==> src/fm_guard_pkg.sv <==
`default_nettype none
//~~~~~~~~~~~~~~~~~~~~
// feature-map guard generator shared widths and lane types
//~~~~~~~~~~~~~~~~~~~~

package fm_guard_pkg;

    localparam int LANES      = 6;   // output channels handled in parallel
    localparam int PSUM_WIDTH = 32;  // signed partial sum
    localparam int REF_WIDTH  = 8;   // reference and output byte

    localparam int HALF_WIDTH = PSUM_WIDTH / 2;

    // one signed psum word
    typedef logic signed [PSUM_WIDTH-1:0] psum_t;

    // one output / reference byte
    typedef logic [REF_WIDTH-1:0] ref_byte_t;

    // the accumulated word is either one full signed value or,
    // in four-bit mode, two independent 16-bit halves
    typedef union packed {
        psum_t full;
        struct packed {
            logic signed [HALF_WIDTH-1:0] hi;
            logic signed [HALF_WIDTH-1:0] lo;
        } half;
    } psum_word_u;

    // lane arrays, lane 0 in the low bits
    typedef psum_t     [LANES-1:0] psum_lanes_t;
    typedef ref_byte_t [LANES-1:0] byte_lanes_t;

endpackage

`default_nettype wire

==> src/guard_write_back.sv <==
`timescale 1ns/1ps
`default_nettype none
//~~~~~~~~~~~~~~~~~~~~
// last-pass finish stage
// fold, diff, ReLU and saturation, guard bits and reference update
//~~~~~~~~~~~~~~~~~~~~

module guard_write_back
    import fm_guard_pkg::*;
(
    input  logic              clk,
    input  logic              rst_n,

    input  logic              psum_valid_i,
    input  logic              last_ch_i,
    input  logic              pix_last_i,
    input  logic              diff_mode_i,
    input  logic              bit_mode_i,   // four-bit mode, fold the halves
    input  psum_lanes_t       acc_i,
    input  byte_lanes_t       ref_i,

    output logic              ref_wr_o,
    output byte_lanes_t       ref_new_o,

    output byte_lanes_t       data_o,
    output logic [LANES-1:0]  guard_o,
    output logic              data_valid_o,
    output logic              frame_done_o
);

    localparam psum_t SAT_MAX = psum_t'((1 << REF_WIDTH) - 1);

    logic             finish;      // last-pass strobe
    byte_lanes_t      data_next;
    logic [LANES-1:0] guard_next;

    function automatic psum_t relu(input psum_t x);
        return x[PSUM_WIDTH-1] ? psum_t'(0) : x;
    endfunction

    // clamp into an unsigned byte, negative diffs end at zero
    function automatic ref_byte_t sat_byte(input psum_t x);
        if (x < 0) begin
            return '0;
        end else if (x > SAT_MAX) begin
            return '1;
        end
        return x[REF_WIDTH-1:0];
    endfunction

    assign finish = psum_valid_i & last_ch_i;

    for (genvar l = 0; l < LANES; l++) begin : g_lane
        psum_word_u word;
        psum_t      folded;
        psum_t      ref_ext;
        psum_t      ref_relu;
        psum_t      with_ref;
        psum_t      finished;

        assign word = acc_i[l];

        // halves are signed, the sum is sign extended to the full width
        assign folded = bit_mode_i ? word.half.hi + word.half.lo : word.full;

        assign ref_ext  = {{(PSUM_WIDTH - REF_WIDTH){ref_i[l][REF_WIDTH-1]}}, ref_i[l]};
        assign ref_relu = relu(ref_ext);
        assign with_ref = folded + ref_ext;

        assign finished = diff_mode_i ? relu(with_ref) - ref_relu : relu(folded);

        assign data_next[l]  = sat_byte(finished);
        assign guard_next[l] = (finished > 0);   // positive before the clamp
        assign ref_new_o[l]  = with_ref[REF_WIDTH-1:0];

        // guard comes from the unclamped value, so this covers the byte clamp
        a_guard_match: assert property (
            @(posedge clk) disable iff (!rst_n)
            data_valid_o |-> (guard_o[l] == (data_o[l] != '0))
        ) else $error("lane %0d guard %b for byte %0d", l, guard_o[l], data_o[l]);
    end

    // reference written on the strobe edge itself
    assign ref_wr_o = finish & diff_mode_i;

    always_ff @(posedge clk or negedge rst_n) begin
        if (!rst_n) begin
            data_valid_o <= 1'b0;
            frame_done_o <= 1'b0;
        end else begin
            data_valid_o <= finish;
            frame_done_o <= finish & pix_last_i;  // final pixel of the frame
        end
    end

    always_ff @(posedge clk) begin
        if (finish) begin
            data_o  <= data_next;
            guard_o <= guard_next;
        end
    end

endmodule

`default_nettype wire

==> config.mk <==
export PLATFORM = sky130hd
export DESIGN_NAME = guard_write_back
export DESIGN_NICKNAME = d
export VERILOG_FILES = /design/src/fm_guard_pkg.sv /design/src/guard_write_back.sv
export SDC_FILE = /design/constraint.sdc
export NUM_CORES = 1
export LEC_CHECK = 0
export BUFFER_PORTS_ARGS = -buffer_cell sky130_fd_sc_hd__buf_2
export CAP_MARGIN = 20
export CORE_MARGIN = 2
export CORE_UTILIZATION = 45
export CTS_CLUSTER_SIZE = 25
export DETAILED_ROUTE_END_ITERATION = 16
export PLACE_DENSITY = 0.61
export SYNTH_ARGS = -nofsm -noshare
export SYNTH_HDL_FRONTEND = slang
export SYNTH_SLANG_ARGS = --single-unit
==> constraint.sdc <==
create_clock -name clk -period 17.52 [get_ports clk]
set_clock_uncertainty 0.1 [all_clocks]
set_input_delay 3.504 -clock clk [delete_from_list [all_inputs] [get_ports clk]]
set_output_delay 3.504 -clock clk [all_outputs]
set_load 0.03 [all_outputs]
==> results of run 1 <==
final timing paths:
path	cells past startpoint	slack [ns]	end	from
worst max-delay path	37	4.87	guard_o[1]	acc_i[32]
worst min-delay path	1	2.86	frame_done_o	rst_n
max in group asynchronous	1	14.36	data_valid_o	rst_n
min in group clk	2	3.37	frame_done_o	last_ch_i
power by group through the flow:
stage	registers [W]	logic [W]	clock network (W)
floorplan	0.000219	0.00173	0
global placement	0.000187	0.00236	0
detailed placement	0.000186	0.00235	0
CTS	0.000183	0.00236	0.000115
global route	0.000185	0.00263	0.000120
finish	0.000183	0.00240	0.000110
metal layers:
layer	global-route usage (%)	vias up
li1	-	15200
met1	37.95	14430
met2	53.58	1117
met3	4.860	222
met4	11.84	10
met5	0	-
placed cells by master, fill, tap and decap left out, drive strengths merged, types with 18 or more instances in the layout:
cell type / count
a2111oi: 19
o21ai: 217
buf: 371
o21bai: 27
a21boi: 18
o22ai: 25
nor2: 342
and3: 54
o31ai: 33
a21oi: 345
a21o: 121
nor3: 116
nand3: 108
mux2: 56
nand2b: 90
or2: 25
or4: 31
xnor2: 158
nor2b: 67
a22oi: 20
nor4: 52
o21a: 126
o211a: 19
a31oi: 80
inv: 139
ha: 330
a211oi: 73
or3: 37
nand4: 54
o211ai: 49
fa: 18
nand2: 285
nor3b: 20
edfxtp: 54
mux2i: 35
xor2: 78
and2: 61
kinds of logic after synthesis:
logic type	Yosys count
fa+ha+maj	348
buf+inv	279
compound gates	1405
mux	91
simple gates	1407
xor+xnor	237
flops	56
through the flow:
step	area (µm²)	util, %	worst slack, ns	hold WS, ns
2_1_floorplan	27100	-	4.877	3.108
3_3_place_gp	29460	49.72	4.813	3.192
3_5_place_dp	29460	49.73	4.626	3.194
4_1_cts	29610	49.98	4.937	2.853
5_1_grt	29630	50.01	4.050	2.846
6_report	29640	50.03	4.874	2.865
registers in the layout (all words and copies together) (netlist names):
signal and cells:
frame_done_o 1, guard_o 6, data_valid_o 1, data_o 48
final cells by class:
cell class	instances	area (µm²)
fillers	6076	29600
multi-input cells	3488	24370
repair buffers	373	1943
flip-flops and latches	56	1672
well taps	773	967.2
inverters	139	521.8
clock buffers	6	128.9
diodes	8	20.02
clock inverters	2	16.27
==> impl_results.md, run 1 <==
- Slowest library cell on the worst path: nor2_1
- Cell Pwr Density: 90.94 mW/mm²
- Largest net degree at the start of global routing: 138
- Drt initial violations: 2,704
- Netlist cell types: 105
- CP Max Fanout: 21
- RSZ-0062 raised after global routing: no
- Placer congestion estimate: 0.9760
- # port buffers: 351
- Die Ht: 249.4 µm
- M1 WL: 42,570 µm
- Psw: approximately 0.0016 W
- Global-route wire length before repair: 157,200 µm
- Syn. warnings: 0
- Worst rel slew slack: 26.41%
- Setup crit end kind: flop
- Fmax: 79.07 MHz
- CTS Root Cell: clkbuf_16
- Core Region: 0.05924 mm²
- Maximum vdd drop: roughly 0.000042 V
- Post-Synth XOR/XNOR Area: just under 8%
- TritonCTS buffer count: 5
- Pint: between 0.001 and 0.0015 W
- Power, Total: 0.002695 W
- Logic pwr share: 89.1%
- Starting Density: between 40% and 50%
- Synth Area in Simple Gates: 26.81%
- PostCTS Resize Cnt: 0
- Mux share of post-synthesis cell area: 3.619%
- Met2 wire len: 46,760 µm
- CP Data Required Time: 17.44 ns
- Yosys top cell area share: around 15%
- Row count: 89
- Final nets: between 4k and 5k
- Hold buffers post-CTS: 0
- Post-synthesis compound-gate area fraction: 35.21%
- Clock slew at reported path FFs: 0.08 ns
- Post-synthesis sequential area ratio: 6.167%
- Slew Viols, Final: 0
- Area growth syn-to-layout: 9.357%
- Sum of buffers and inverters on the critical path: 4
- Max-Cap Viols: 0
- Flop pwr share: slightly below 7%
- Worst Path Arrival: 12.57 ns
- Antenna violations before repair: 13
- Clock power frac: 4.1%
- CTS tree: done
- Post-synth ARST share: 3.571%
- Seq cells post-synth: 56
- Status: completed
- Largest family of logic cells by synthesized area: compound AO/OA/AOI/OAI gates
- Die footprint: 0.06221 mm²
- Routed vias: roughly 31k
- Hpwl dp: about 83,000 µm
- DR top layer: met5
- Critical Path Max Stage Delay: 0.74 ns
- Global route overflow: 0
- Sw frac: 58.18%
- Mapped Area: 0.02710 mm²
- Total GRT Usage: 30.78%
- Top FF cell, synth: edfxtp_1
- Clk sink count: 56
- Hold Crit Class: input port to asynchronous set/reset pin
- CTS max path bufs: 2
- Proportion of layout cells with a drive suffix above 1: 12.72%
- Drt wl/cell: 20.74 µm
- H-Tree Depth: 2
- Placed Cells: 4,827
- Final min period: 12.65 ns
- Leakage: 12.70 nW
- Die width: 249.4 µm
- Setup Viol. Count Final: 0
- Worst Setup Path Type: input port to flop
- Via density: 6.393
- Post-Syn Area per Cell: 7.090 µm²
- DRC violations left: 0
- Tightest Pin Transition: roughly 1.1 ns
- Post-CTS Setup Inserts: 0
- IO Pins: between 300 and 400
- Top cells by area, synth: ha_1 (15%), a21oi_1 (6.4%), edfxtp_1 (6.0%), xnor2_1 (5.1%), nor2_1 (4.7%)
- Most common cell in the netlist: a21oi_1
- Part of the cycle the worst path needs: a little over 70%
- Syn_nets: 4,418
- Final wirelength: 100,500 µm
- Yosys top cell by area: ha_1
- Final hold violation count: 0
- Fin cells: ~4.8k
- Number of synthesized flops with an enable pin: 54
- DRT antenna net count: 0
- Metal3 WL: 6850 µm
- Fraction of the mapped netlist area in adder cells: 16.56%
- Commonest cells in the netlist: a21oi_1 (345), nor2_1 (342), ha_1 (330), nand2_1 (284), o21ai_0 (202)
- Synth Instances: 3,823
- Largest delay share family, worst path: compound AO/OA/AOI/OAI gates
- Setup TNS: 0 ns
- Initial DRT Pass Iterations: 6
- Vias in the first global route: 29.17k
- CP Launch Type: input port
(Power assumes the default switching activity.)
==> run 2, diff against run 1 <==
--- a/config.mk
+++ b/config.mk
@@ -11,7 +11,7 @@
 export CORE_UTILIZATION = 45
 export CTS_CLUSTER_SIZE = 25
 export DETAILED_ROUTE_END_ITERATION = 16
-export PLACE_DENSITY = 0.61
+export PLACE_DENSITY = 0.63
 export SYNTH_ARGS = -nofsm -noshare
 export SYNTH_HDL_FRONTEND = slang
 export SYNTH_SLANG_ARGS = --single-unit
==> constraint.sdc (replaced) <==
create_clock -name clk -period 11.3 [get_ports clk]
set_clock_uncertainty 0.1 [all_clocks]
set_input_delay 2.26 -clock clk [delete_from_list [all_inputs] [get_ports clk]]
set_output_delay 2.26 -clock clk [all_outputs]
set_load 0.03 [all_outputs]
==> run 2 against run 1 <==
Compared with the run above:
- count of clock-buffer cells in the layout shrank 1
- sequential cell count is the same
- global-route usage shrank 0.14 points
- combinational power grew 57%
- clock power grew 64%
- total power grew 57%
- die area is the same
- cell count grew 0.78%
- sequential power grew 57%
- first-iteration DRC count shrank 14%
- cell area grew 1.3%
- routed wire length is essentially flat
- critical endpoint is now data_o[45]
- largest cell class unchanged
==> impl_results.md, run 2 (synthesis results as in run 1) <==
- CP Launch Type: input port (unchanged)
- Critical Path Start: acc_i[177] (was acc_i[32])
- IO Pins: 352 (unchanged)
- Final nets: 4,697 (was 4,658)
- Global route overflow: 0 (unchanged)
- Setup WS post-layout: 0.6727 ns (was 4.874 ns)
- DRC violations left: 0 (unchanged)
- Part of the cycle the worst path needs: 94.05%
- Max reg flops: 48 (unchanged)
- Die footprint: 0.06221 mm² (unchanged)
- Routed vias: 31.10k (was 30.97k)
- Clock slew at reported path FFs: 0.09 ns (was 0.08 ns)
- H-Tree Depth: 2 (unchanged)
- Worst Setup Path Type: input port to flop (unchanged)
- Power, Total: 0.004232 W (was 0.002695 W)
- CP Max Fanout: 12 (was 21)
- Setup crit end kind: flop (unchanged)
- CP Data Required Time: 11.23 ns (was 17.44 ns)
- Maximum vdd drop: 0.00006303 V (was 0.00004189 V)
- Drt initial violations: 2,337 (was 2,704)
- Global-route wire length before repair: 156,300 µm (was 157,200 µm)
- Antenna violations before repair: 12 (was 13)
- Status: completed (unchanged)
- Slowest library cell on the worst path: or4b_1 (was nor2_1)
- Hold buffers post-CTS: 0 (unchanged)
- Hold_ws: 1.607 ns (was 2.865 ns)
- Tightest Pin Transition: 1.068 ns (was 1.096 ns)
- Vias in the first global route: 29.22k (was 29.17k)
- Core Region: 0.05924 mm² (unchanged)
- Via density: 6.369 (was 6.393)
- Fmax: 94.10 MHz
- Final min period: 10.63 ns
- Critical Path Max Stage Delay: 0.51 ns (was 0.74 ns)
- Largest net degree at the start of global routing: 66 (was 138)
- Most flop-heavy register: data_o (unchanged)
- # port buffers: 351 (unchanged)
- Final hold violation count: 0 (unchanged)
- Total GRT Usage: 30.64% (was 30.78%)
- CTS Root Cell: clkbuf_16 (unchanged)
- Leakage: 12.93 nW (was 12.70 nW)
- DRT antenna net count: 0 (unchanged)
- Largest regs: data_o x48, guard_o x6 (unchanged)
- Area growth syn-to-layout: 10.76% (was 9.357%)
- Starting Density: 45.75% (unchanged)
- Placer congestion estimate: 0.9968 (was 0.9760)
- CTS tree: done (unchanged)
- Final wirelength: 100,500 µm (about the same)
- Row count: 89 (unchanged)
- Initial DRT Pass Iterations: 6 (unchanged)
- Top cell by count, worst path: o21ai_0
- Worst rel slew slack: 28.56% (was 26.41%)
- Placed Cells: 4,867 (was 4,827)
- Setup Viol. Count Final: 0 (unchanged)
- Hpwl dp: 83,260 µm (was 83,460 µm)
- TritonCTS buffer count: 5 (unchanged)
- Slew Viols, Final: 0 (unchanged)
- CTS max path bufs: 2 (unchanged)
- Die Ht: 249.4 µm (unchanged)
- Commonest non-fill, non-tap cells in the layout: buf_2 (349), a21oi_1 (344), nor2_1 (342), ha_1 (329), nand2_1 (284) (was buf_2 (350), a21oi_1 (345), nor2_1 (342), ha_1 (330), nand2_1 (284))
- Fin cells: 4,883 (was 4,845)
- Max-Cap Viols: 0 (unchanged)
- Clk sink count: 56 (unchanged)
- Die width: 249.4 µm (unchanged)
- Post-CTS Setup Inserts: 0 (unchanged)
- Worst Path Arrival: 10.56 ns (was 12.57 ns)
- Commonest non-fill, non-tap cell in the layout: buf_2 (unchanged)
- Proportion of layout cells with a drive suffix above 1: 13.87% (was 12.72%)
- Pre-CTS setup slack: 0.09314 ns (was 4.626 ns)
- Drt wl/cell: 20.59 µm (was 20.74 µm)
- Hold Crit Class: input port to asynchronous set/reset pin (unchanged)
- Cell Pwr Density: 141.0 mW/mm² (was 90.94 mW/mm²)
[run 2: cell count changes in the layout (fill, tap and decap cells not counted), moves of 2 or more]
cell     change
inv_6        +2
xnor2_2      +3
xnor2_1      -3
buf_4       +40
[run 2: routing by layer]
metal | up-vias | part of all wire [%] | GRT usage, %
met1 | 14490 | 43 | 38.76
met4 | 12 | 3.8 | 11.36
met2 | 1131 | 47 | 53.06
met5 | - | 0.064 | 0
met3 | 206 | 6.6 | 3.838
li1 | 15260 | - | -
[run 2: layout make-up]
type / count / area, µm²
clock buffer: 5 / 125.1
clock inverter: 3 / 21.27
timing repair buffer: 412 / 2251
fill: 6042 / 29220
sequential: 56 / 1672
tap: 773 / 967.2
multi-input combinational: 3488 / 24450
antenna: 7 / 17.52
inverter: 139 / 521.8
[run 2: path summary, 6_finish.rpt]
kind | to | slack (ns) | cells after the start
worst min-delay path | frame_done_o | 1.61 | 1
min in group clk | frame_done_o | 2.10 | 2
worst max-delay path | data_o[45] | 0.67 | 34
max in group asynchronous | data_valid_o | 9.39 | 1
[run 2: stage by stage]
step                util [%]  instance area [µm²]  TNS [ns]
floorplan                  -                27110         0
global placement       50.27                29780         0
detailed placement     50.27                29780         0
CTS                    50.52                29930         0
global route           50.65                30000   -0.2067
finish                 50.68                30020         0
[run 2: power breakdown]
part	total, W	leakage, nW	switching [W]	internal, W
Clock	0.000180	0.0723	0.0000962	0.0000840
Sequential	0.000287	0.592	0.0000141	0.000273
Combinational	0.00376	12.3	0.00232	0.00144
[run 2: repair_timing]
action | 4_1_cts | 5_1_grt
endpoints found under the setup margin | 0 | 36
hold endpoints to repair | 0 | 0
resized for setup | 0 | 14
[run 2: critical path: cells and delay by family]
| family | cells | cell delay [ns] |
|---|---|---|
| AND/OR/NAND/NOR | 11 | 2.89 |
| XOR/XNOR | 1 | 0.27 |
| AO/OA/AOI/OAI | 17 | 3.79 |
| buffers and inverters | 2 | 0.32 |
| adder cells (fa/ha/maj) | 3 | 1.01 |
